===== src/hdl/core_ctrl_pkg.sv =====
package core_ctrl_pkg;

    // Sequencer steps for one instruction
    typedef enum logic [2:0] {
        FETCH_REQ     = 3'd0,
        FETCH_RELEASE = 3'd1,
        EXECUTE       = 3'd2,
        RETIRE        = 3'd3
    } seq_state_e;

    // ALU operations, PASS_B serves LUI
    typedef enum logic [3:0] {
        ADD    = 4'd0,
        SUB    = 4'd1,
        SLL    = 4'd2,
        SLT    = 4'd3,
        SLTU   = 4'd4,
        XOR    = 4'd5,
        SRL    = 4'd6,
        SRA    = 4'd7,
        OR     = 4'd8,
        AND    = 4'd9,
        PASS_B = 4'd10
    } alu_op_e;

    // Where the register write comes from
    typedef enum logic {
        NONE = 1'b0,
        ALU  = 1'b1
    } wb_src_e;

endpackage


===== src/hdl/rv_isa_pkg.sv =====
package rv_isa_pkg;

    ////////////////////
    // Widths and sizes
    ////////////////////

    // Data and address width
    localparam int XLEN = 32;

    // Register file geometry
    localparam int REG_COUNT = 32;
    localparam int REG_ADDR_W = 5;

    // Byte step from one instruction to the next
    localparam int INSTR_BYTES = 4;

    // ADDI x0, x0, 0
    localparam logic [XLEN-1:0] NOP_INSTR = 32'h0000_0013;

    ////////////////////
    // Encodings
    ////////////////////

    // Major opcodes in bits 6:0
    typedef enum logic [6:0] {
        OP     = 7'b0110011,
        OP_IMM = 7'b0010011,
        LUI    = 7'b0110111
    } opcode_e;

    // Arithmetic funct3 in bits 14:12, shared by OP and OP_IMM
    typedef enum logic [2:0] {
        ADD_SUB = 3'b000,
        SLL     = 3'b001,
        SLT     = 3'b010,
        SLTU    = 3'b011,
        XOR     = 3'b100,
        SRL_SRA = 3'b101,
        OR      = 3'b110,
        AND     = 3'b111
    } funct3_e;

endpackage

===== src/hdl/rv_core_top.sv =====
`timescale 1ns/100ps

module rv_core_top (
    input  logic                              clk_in,
    input  logic                              rst_in,
    output logic                              fetch_req,
    output logic [rv_isa_pkg::XLEN-1:0]       fetch_addr,
    input  logic                              fetch_ack,
    input  logic [rv_isa_pkg::XLEN-1:0]       fetch_data,
    output logic                              retire,
    output logic                              wb_we,
    output logic [rv_isa_pkg::REG_ADDR_W-1:0] wb_rd,
    output logic [rv_isa_pkg::XLEN-1:0]       wb_data,
    input  logic [rv_isa_pkg::REG_ADDR_W-1:0] dbg_sel,
    output logic [rv_isa_pkg::XLEN-1:0]       dbg_data
);

    logic                              capture_instr;
    logic                              capture_result;
    logic [rv_isa_pkg::XLEN-1:0]       pc;
    logic [rv_isa_pkg::XLEN-1:0]       instr_reg;
    logic [rv_isa_pkg::XLEN-1:0]       result_reg;
    logic [rv_isa_pkg::REG_ADDR_W-1:0] rs1;
    logic [rv_isa_pkg::REG_ADDR_W-1:0] rs2;
    logic [rv_isa_pkg::REG_ADDR_W-1:0] rd;
    logic [rv_isa_pkg::XLEN-1:0]       imm;
    logic                              use_imm;
    core_ctrl_pkg::alu_op_e            alu_op;
    core_ctrl_pkg::wb_src_e            wb_src;
    logic [rv_isa_pkg::XLEN-1:0]       rd1;
    logic [rv_isa_pkg::XLEN-1:0]       rd2;
    logic [rv_isa_pkg::XLEN-1:0]       alu_b;
    logic [rv_isa_pkg::XLEN-1:0]       alu_result;

    ////////////////////
    // Datapath registers
    ////////////////////

    always_ff @(posedge clk_in) begin
        if (rst_in) begin
            instr_reg <= rv_isa_pkg::NOP_INSTR;
        end else if (capture_instr) begin
            instr_reg <= fetch_data;
        end
    end

    always_ff @(posedge clk_in) begin
        if (capture_result) begin
            result_reg <= alu_result;
        end
    end

    assign alu_b      = use_imm ? imm : rd2;
    assign fetch_addr = pc;

    // Writes to x0 and unknown opcodes are dropped here
    assign wb_we   = retire && (wb_src == core_ctrl_pkg::ALU) && (rd != '0);
    assign wb_rd   = rd;
    assign wb_data = result_reg;

    ////////////////////
    // Submodules
    ////////////////////

    core_sequencer u_sequencer (
        .clk_in(clk_in), .rst_in(rst_in), .fetch_ack(fetch_ack), .fetch_req(fetch_req),
        .capture_instr(capture_instr), .capture_result(capture_result), .retire(retire)
    );

    pc_counter u_pc (.clk_in(clk_in), .rst_in(rst_in), .advance(retire), .pc(pc));

    instr_decoder u_decoder (
        .instr(instr_reg), .rs1(rs1), .rs2(rs2), .rd(rd), .imm(imm),
        .use_imm(use_imm), .alu_op(alu_op), .wb_src(wb_src)
    );

    reg_file u_regs (
        .clk_in(clk_in), .rst_in(rst_in), .rs1(rs1), .rs2(rs2), .dbg_sel(dbg_sel),
        .rd1(rd1), .rd2(rd2), .dbg_data(dbg_data),
        .wr_en(wb_we), .wr_addr(rd), .wr_data(result_reg)
    );

    int_alu u_alu (.alu_op(alu_op), .a(rd1), .b(alu_b), .result(alu_result));

endmodule


===== src/hdl/int_alu.sv =====
`timescale 1ns/100ps

module int_alu (
    input  core_ctrl_pkg::alu_op_e      alu_op,
    input  logic [rv_isa_pkg::XLEN-1:0] a,
    input  logic [rv_isa_pkg::XLEN-1:0] b,
    output logic [rv_isa_pkg::XLEN-1:0] result
);

    logic [4:0] shamt;
    logic       lt_signed;
    logic       lt_unsigned;

    // Only the low 5 bits of b count for shifts
    assign shamt       = b[4:0];
    assign lt_signed   = $signed(a) < $signed(b);
    assign lt_unsigned = a < b;

    always_comb begin
        case (alu_op)
            core_ctrl_pkg::ADD:    result = a + b;
            core_ctrl_pkg::SUB:    result = a - b;
            core_ctrl_pkg::SLL:    result = a << shamt;
            core_ctrl_pkg::SLT:    result = {{(rv_isa_pkg::XLEN-1){1'b0}}, lt_signed};
            core_ctrl_pkg::SLTU:   result = {{(rv_isa_pkg::XLEN-1){1'b0}}, lt_unsigned};
            core_ctrl_pkg::XOR:    result = a ^ b;
            core_ctrl_pkg::SRL:    result = a >> shamt;
            core_ctrl_pkg::SRA:    result = $signed(a) >>> shamt;
            core_ctrl_pkg::OR:     result = a | b;
            core_ctrl_pkg::AND:    result = a & b;
            core_ctrl_pkg::PASS_B: result = b;
            default:               result = '0;
        endcase
    end

endmodule


===== src/hdl/reg_file.sv =====
`timescale 1ns/100ps

module reg_file (
    input  logic                              clk_in,
    input  logic                              rst_in,
    input  logic [rv_isa_pkg::REG_ADDR_W-1:0] rs1,
    input  logic [rv_isa_pkg::REG_ADDR_W-1:0] rs2,
    input  logic [rv_isa_pkg::REG_ADDR_W-1:0] dbg_sel,
    output logic [rv_isa_pkg::XLEN-1:0]       rd1,
    output logic [rv_isa_pkg::XLEN-1:0]       rd2,
    output logic [rv_isa_pkg::XLEN-1:0]       dbg_data,
    input  logic                              wr_en,
    input  logic [rv_isa_pkg::REG_ADDR_W-1:0] wr_addr,
    input  logic [rv_isa_pkg::XLEN-1:0]       wr_data
);

    // No storage behind x0
    logic [rv_isa_pkg::XLEN-1:0] regs [1:rv_isa_pkg::REG_COUNT-1];

    always_ff @(posedge clk_in) begin
        if (rst_in) begin
            for (int i = 1; i < rv_isa_pkg::REG_COUNT; i++) begin
                regs[i] <= '0;
            end
        end else if (wr_en && (wr_addr != '0)) begin
            regs[wr_addr] <= wr_data;
        end
    end

    // Reads see the array as it stands, x0 reads zero
    assign rd1      = (rs1 == '0) ? '0 : regs[rs1];
    assign rd2      = (rs2 == '0) ? '0 : regs[rs2];
    assign dbg_data = (dbg_sel == '0) ? '0 : regs[dbg_sel];

endmodule


===== src/hdl/instr_decoder.sv =====
`timescale 1ns/100ps

module instr_decoder (
    input  logic [rv_isa_pkg::XLEN-1:0]       instr,
    output logic [rv_isa_pkg::REG_ADDR_W-1:0] rs1,
    output logic [rv_isa_pkg::REG_ADDR_W-1:0] rs2,
    output logic [rv_isa_pkg::REG_ADDR_W-1:0] rd,
    output logic [rv_isa_pkg::XLEN-1:0]       imm,
    output logic                              use_imm,
    output core_ctrl_pkg::alu_op_e            alu_op,
    output core_ctrl_pkg::wb_src_e            wb_src
);

    rv_isa_pkg::opcode_e opcode;
    rv_isa_pkg::funct3_e funct3;
    logic                alt;

    // Maps funct3 to an operation, alt picks SUB or SRA where allowed
    function automatic core_ctrl_pkg::alu_op_e arith_op(
        input rv_isa_pkg::funct3_e f3,
        input logic                alt_bit,
        input logic                sub_ok
    );
        case (f3)
            rv_isa_pkg::ADD_SUB: arith_op = (alt_bit && sub_ok) ? core_ctrl_pkg::SUB
                                                                : core_ctrl_pkg::ADD;
            rv_isa_pkg::SLL:     arith_op = core_ctrl_pkg::SLL;
            rv_isa_pkg::SLT:     arith_op = core_ctrl_pkg::SLT;
            rv_isa_pkg::SLTU:    arith_op = core_ctrl_pkg::SLTU;
            rv_isa_pkg::XOR:     arith_op = core_ctrl_pkg::XOR;
            rv_isa_pkg::SRL_SRA: arith_op = alt_bit ? core_ctrl_pkg::SRA
                                                    : core_ctrl_pkg::SRL;
            rv_isa_pkg::OR:      arith_op = core_ctrl_pkg::OR;
            default:             arith_op = core_ctrl_pkg::AND;
        endcase
    endfunction

    ////////////////////
    // Fields
    ////////////////////

    assign opcode = rv_isa_pkg::opcode_e'(instr[6:0]);
    assign funct3 = rv_isa_pkg::funct3_e'(instr[14:12]);
    assign alt    = instr[30];
    assign rd     = instr[11:7];
    assign rs1    = instr[19:15];
    assign rs2    = instr[24:20];

    ////////////////////
    // Control
    ////////////////////

    always_comb begin
        imm     = {{20{instr[31]}}, instr[31:20]};
        use_imm = 1'b0;
        alu_op  = core_ctrl_pkg::ADD;
        wb_src  = core_ctrl_pkg::NONE;

        case (opcode)
            rv_isa_pkg::OP: begin
                alu_op = arith_op(funct3, alt, 1'b1);
                wb_src = core_ctrl_pkg::ALU;
            end
            rv_isa_pkg::OP_IMM: begin
                // Bit 30 is immediate data here except for SRAI
                alu_op  = arith_op(funct3, alt, 1'b0);
                use_imm = 1'b1;
                wb_src  = core_ctrl_pkg::ALU;
            end
            rv_isa_pkg::LUI: begin
                imm     = {instr[31:12], 12'b0};
                alu_op  = core_ctrl_pkg::PASS_B;
                use_imm = 1'b1;
                wb_src  = core_ctrl_pkg::ALU;
            end
            default: begin
                // Unknown opcode retires as a no-op
                wb_src = core_ctrl_pkg::NONE;
            end
        endcase
    end

endmodule


===== src/hdl/pc_counter.sv =====
`timescale 1ns/100ps

module pc_counter (
    input  logic                         clk_in,
    input  logic                         rst_in,
    input  logic                         advance,
    output logic [rv_isa_pkg::XLEN-1:0]  pc
);

    localparam logic [rv_isa_pkg::XLEN-1:0] STEP = rv_isa_pkg::INSTR_BYTES;

    // Wraps silently at the top of the address space
    always_ff @(posedge clk_in) begin
        if (rst_in) begin
            pc <= '0;
        end else if (advance) begin
            pc <= pc + STEP;
        end
    end

endmodule


===== src/hdl/core_sequencer.sv =====
`timescale 1ns/100ps

module core_sequencer (
    input  logic clk_in,
    input  logic rst_in,
    input  logic fetch_ack,
    output logic fetch_req,
    output logic capture_instr,
    output logic capture_result,
    output logic retire
);

    core_ctrl_pkg::seq_state_e state;

    // Instruction word is taken on the first edge with the ack seen
    assign capture_instr  = (state == core_ctrl_pkg::FETCH_REQ) && fetch_req && fetch_ack;
    assign capture_result = (state == core_ctrl_pkg::EXECUTE);
    assign retire         = (state == core_ctrl_pkg::RETIRE);

    ////////////////////
    // State register
    ////////////////////

    always_ff @(posedge clk_in) begin
        if (rst_in) begin
            state     <= core_ctrl_pkg::FETCH_REQ;
            fetch_req <= 1'b0;
        end else begin
            case (state)
                core_ctrl_pkg::FETCH_REQ: begin
                    if (capture_instr) begin
                        // Drop the request on the same edge as the capture
                        fetch_req <= 1'b0;
                        state     <= core_ctrl_pkg::FETCH_RELEASE;
                    end else begin
                        // Raises the request on the first cycle out of reset
                        fetch_req <= 1'b1;
                    end
                end

                core_ctrl_pkg::FETCH_RELEASE: begin
                    // Memory has to let go of the ack first
                    if (!fetch_ack) begin
                        state <= core_ctrl_pkg::EXECUTE;
                    end
                end

                core_ctrl_pkg::EXECUTE: begin
                    state <= core_ctrl_pkg::RETIRE;
                end

                core_ctrl_pkg::RETIRE: begin
                    // Next request goes out right after the retire cycle
                    state     <= core_ctrl_pkg::FETCH_REQ;
                    fetch_req <= 1'b1;
                end

                default: begin
                    state     <= core_ctrl_pkg::FETCH_REQ;
                    fetch_req <= 1'b0;
                end
            endcase
        end
    end

endmodule


===== config.mk =====
export PLATFORM = sky130hd
export DESIGN_NAME = rv_core_top
export DESIGN_NICKNAME = d
export VERILOG_FILES = /design/src/hdl/core_ctrl_pkg.sv /design/src/hdl/rv_isa_pkg.sv /design/src/hdl/rv_core_top.sv /design/src/hdl/int_alu.sv /design/src/hdl/reg_file.sv /design/src/hdl/instr_decoder.sv /design/src/hdl/pc_counter.sv /design/src/hdl/core_sequencer.sv
export SDC_FILE = /design/constraint.sdc
export NUM_CORES = 2
export LEC_CHECK = 0
export BUFFER_PORTS_ARGS = -buffer_cell sky130_fd_sc_hd__buf_2
export CAP_MARGIN = 20
export CORE_ASPECT_RATIO = 0.5
export CORE_MARGIN = 1.5
export CORE_UTILIZATION = 70
export CTS_BUF_LIST = sky130_fd_sc_hd__clkbuf_4 sky130_fd_sc_hd__clkbuf_8
export DETAILED_ROUTE_END_ITERATION = 10
export PLACE_DENSITY = 0.93
export SLEW_MARGIN = 5
export SYNTH_ARGS = -nofsm -noshare
export SYNTH_HDL_FRONTEND = slang
export SYNTH_SLANG_ARGS = --single-unit

===== constraint.sdc =====
create_clock -name clk_in -period 15.31 [get_ports clk_in]
set_clock_uncertainty 0.1 [all_clocks]
set_input_delay 1.531 -clock clk_in [delete_from_list [all_inputs] [get_ports clk_in]]
set_output_delay 1.531 -clock clk_in [all_outputs]
set_load 0.01 [all_outputs]

==> results of run 1 <==
## metrics by stage
step	hold slack [ns]	area (um2)	setup WS [ns]	cells	utilization
2_1_floorplan	0.3448	75120	8.864	5682	-
3_3_place_gp	0.3573	77040	7.057	6858	0.7294
3_5_place_dp	0.3667	77040	6.892	6858	0.7294
4_1_cts	0.3791	80280	6.858	7146	0.7600
## per-layer routing
metal / GRT usage / overflow
met1: 0.7732 / 20
met5: 0.5775 / 2
met4: 0.7073 / 52
met2: 0.8992 / 68
met3: 0.7062 / 15
## cells by family after synthesis
kind of cell    after synthesis
buf+inv                     674
other cells                   1
fa+ha+maj                   106
compound gates              828
mux                        1072
simple gates               1796
flops                      1131
xor+xnor                     41
==> run_results.csv, run 1 <==
group,metric,value,unit
synth,synth_edf_count,1056,
synth,synth_top_family_by_area,"multiplexers",
cts,clock_sinks,1131,
floorplan,rows,84,
cts,cts_hold_buf,0,
synth,synth_fa_ha_area_frac,0.01788,
synth,avgSynthCellArea,13.28,um2
synth,synthArstFlopShare,0,
synth,synth-main-ff-cell,"edfxtp_1",
grt,grt_max_degree,134,
synth,yosysSeqAreaShare,0.4429,
grt,antenna_found_initial,79,
grt,grtUsageTotal,0.7796,
floorplan,initial_core_util,0.7100,
synth,synth.cell_area,75000,um2
synth,synth_cell_types,100,
cts,ctsResizeCount,0,
synth,synthSimpleGateAreaFrac,0.1318,
synth,synthTopCellsByArea,"edfxtp_1, mux4_2, and2_1",
floorplan,ios,144,
placed_design,hpwl,197600,um
status,status,"did not finish",
placed_design,gp_congestion,1.006,
cts,cts_root_buf,"clkbuf_8",
placed_design,port_buffers,141,
synth,synth.mux.area_fraction,0.2919,
cts,ctsHtreeMaxLevel,4,
synth,netlist_instances,5649,
synth,synth_compound_area_frac,0.07276,
floorplan,die_h,234.5,um
synth,synth_top_area_frac,0.4228,
cts,cts_buffers,159,
floorplan,die_w,465.9,um
status,stop_stage,"global routing",
cts,post_cts_buffers,0,
synth,synth_commonest_cells,"edfxtp_1, and2_1, mux4_2, clkbuf_1, nand2_1",
synth,ys_ff_latch,1131,
grt,overflow,157,
cts,clockBufferDepth,3,
synth,synth.most_common_cell,"edfxtp_1",
status,stop_error,"[ERROR GRT-0232] Routing congestion too high. Check the congestion heatmap in the GUI.",
synth,yosys.area.top_type,"edfxtp_1",
synth,yosys_warnings,0,
synth,synthXorXnorAreaFrac,0.004788,
==> inputs of run 2 (changes only) <==
--- a/config.mk
+++ b/config.mk
@@ -7,12 +7,10 @@
 export LEC_CHECK = 0
 export BUFFER_PORTS_ARGS = -buffer_cell sky130_fd_sc_hd__buf_2
 export CAP_MARGIN = 20
-export CORE_ASPECT_RATIO = 0.5
 export CORE_MARGIN = 1.5
-export CORE_UTILIZATION = 70
-export CTS_BUF_LIST = sky130_fd_sc_hd__clkbuf_4 sky130_fd_sc_hd__clkbuf_8
+export CORE_UTILIZATION = 40
 export DETAILED_ROUTE_END_ITERATION = 10
-export PLACE_DENSITY = 0.93
+export PLACE_DENSITY_LB_ADDON = 0.15
 export SLEW_MARGIN = 5
 export SYNTH_ARGS = -nofsm -noshare
 export SYNTH_HDL_FRONTEND = slang
==> run 2 against run 1 <==
  * The run now ends clean
  * Synthesized cell count unchanged
  * Synthesized area unchanged
==> run_results.csv, run 2 <==
group,metric,value,unit
status,status,"complete, no violations",
critical_path,crit_path_end_kind,"register",
routing,vias,56020,
synth,avgSynthCellArea,13.28,um2
cts,clk_latency,0.83,ns
synth,netlist_instances,5649,
sta,finalSetupTns,0,ns
sta,max_slew_margin,0.1646,
pwr,total_power,10.57,mW
grt,grtUsageTotal,0.3463,
pwr,ir_drop,77.92,uV
floorplan,core_area,185800,um2
grt,overflow,0,
cts,clockBufferDepth,3,
grt,antenna_found_initial,39,
floorplan,rows,158,
synth,synth_top_area_frac,0.4228,
synth,synth.most_common_cell,"edfxtp_1",
pwr,power_density,127.5,nW/um2
routing,drc_errors,0,
routing,viasPerCell,6.836,
pwr,power.leakage,28.92,nW
routing,drtIter0Drc,9734,
critical_path,worst-r2r-setup-slack,7.10,ns
synth,synth_edf_count,1056,
cells_and_area,layout-drive-gt1-share,0.2713,
synth,yosys.area.top_type,"edfxtp_1",
cells_and_area,final_util,0.4460,
cts,cts_root_buf,"clkbuf_16",
synth,synth-main-ff-cell,"edfxtp_1",
sta,rsz0062_at_grt,"no",
critical_path,worstPathRequired,15.72,ns
synth,synth_cell_types,100,
floorplan,die_w,436,um
cells_and_area,layout_common_cells,"edfxtp_1, and2_1, mux4_2",
cells_and_area,final_area,82890,um2
min_path,worst_hold_path_type,"reg -> reg",
critical_path,cp-start-kind,"register",
critical_path,r2r_end,"wb_data[29]",
cells_and_area,nFillCells,16790,
cells_and_area,final_nets,5712,
sta,finalSetupViolations,0,
sta,worst_pin_slew,1.253,ns
synth,synth.cell_area,75000,um2
routing,ant_nets,0,
min_path,holdPathStages,2,
synth,yosysSeqAreaShare,0.4429,
cts,post_cts_buffers,0,
run,drv_cap,0,
sta,min_period,8.212,ns
floorplan,die_area,190100,um2
sta,hold_violations,0,
grt,grt_pass1_wl,454000,um
cts,cts_buffers,135,
sta,clock.fmax,0.1218,GHz
synth,yosys_warnings,0,
placed_design,pre_cts_ws,7.239,ns
placed_design,hpwl,194700,um
critical_path,cp.arrival,8.62,ns
synth,ys_ff_latch,1131,
cts,ctsHtreeMaxLevel,4,
synth,synthTopCellsByArea,"edfxtp_1, mux4_2, and2_1",
floorplan,initial_core_util,0.4036,
floorplan,die_h,436,um
cells_and_area,final_common_cell,"edfxtp_1",
routing,wl_per_cell,40.73,um
grt,grt_max_degree,132,
placed_design,gp_congestion,1.011,
routing,firstDrtPassIters,6,
sta,min_period_over_period,0.5364,
synth,synth_commonest_cells,"edfxtp_1, and2_1, mux4_2, clkbuf_1, nand2_1",
critical_path,cp-endpoint,"wb_data[29]",
grt,grt_pass1_vias,53610,
cts,tritoncts,"built",
routing,wl,333800,um
cells_and_area,largest_register_ffs,1024,
cts,clk_pin_slew,0.06,ns
cts,cts_hold_buf,0,
cts,clock_sinks,1131,
critical_path,worstRegToRegCells,19,
placed_design,port_buffers,141,
cells_and_area,syn_to_final_growth,10.52,%
sta,fin_ws,7.098,ns
synth,synthArstFlopShare,0,
critical_path,crit_type,"reg -> reg",
sta,maxSlewViolCount,0,
cts,ctsResizeCount,0,
placed_design,dpl_cell_area,78400,um2
critical_path,cp_max_fo,75,
floorplan,ios,144,
run 2: worst max-delay path, stage by stage, from the launching register on:
cell and delay, ns:
dfxtp_4 0.69, buf_12 0.57, buf_12 0.43, mux4_2 0.60
a22oi_1 0.20, a21oi_1 0.13, a21oi_1 0.98, inv_1 0.28
ha_1 0.63, inv_1 0.11, o31ai_1 0.38, nor3_1 0.08
a21oi_1 0.23, buf_4 0.21, a41o_1 0.27, nand2_1 0.11
a2111oi_0 0.79, o22ai_1 0.24, a221oi_1 0.32, o21ai_0 0.13
run 2: logic make-up after synthesis:
kind of cell | count (synthesis) | share of synthesized area
compound gates | 828 | 0.07276
xor+xnor | 41 | 0.004788
fa+ha+maj | 106 | 0.01788
buf+inv | 674 | 0.03796
flops | 1131 | 0.4429
mux | 1072 | 0.2919
other cells | 1 | 0.00005000
simple gates | 1796 | 0.1318
run 2: through the flow:
stage	hold slack, ns	std cells
after floorplan	0.3448	5682
after global placement	0.3604	7902
after detailed placement	0.3593	7904
after CTS	0.3672	8148
after global routing	0.4087	8155
final	0.3675	8195
run 2: final cells by class:
class | instances | area, um2 | area share
tap | 2480 | 3103 | 0.03744
inverter | 101 | 381.6 | 0.004604
multi-input combinational | 3877 | 39500 | 0.4765
clock inverter | 73 | 623.1 | 0.007518
timing repair buffer | 320 | 2290 | 0.02762
antenna | 42 | 105.1 | 0.001268
clock buffer | 171 | 3651 | 0.04405
sequential | 1131 | 33240 | 0.4010
run 2: worst min-delay path by stage:
| stage | from | endpoint |
|---|---|---|
| 2_1_floorplan | instr_reg[6] | instr_reg[6] |
| 3_3_place_gp | instr_reg[6] | instr_reg[6] |
| 3_5_place_dp | instr_reg[6] | instr_reg[6] |
| 4_1_cts | instr_reg[6] | instr_reg[6] |
| 5_1_grt | instr_reg[6] | instr_reg[6] |
| 6_report | instr_reg[6] | instr_reg[6] |
run 2: routing by layer:
metal,GRT usage,up-vias,routed length [um]
met2,0.5190,4265,148800
met1,0.4590,29010,124500
li1,-,21850,-
met3,0.09505,884,41120
met4,0.1815,14,19140
met5,0,-,169
run 2: power breakdown:
part / switching [mW] / leakage, nW / internal (mW)
clock network: 1.42 / 2.09 / 1.83
registers: 0.147 / 11.5 / 3.52
logic: 2.41 / 15.4 / 1.25
(Power assumes the default switching activity.)
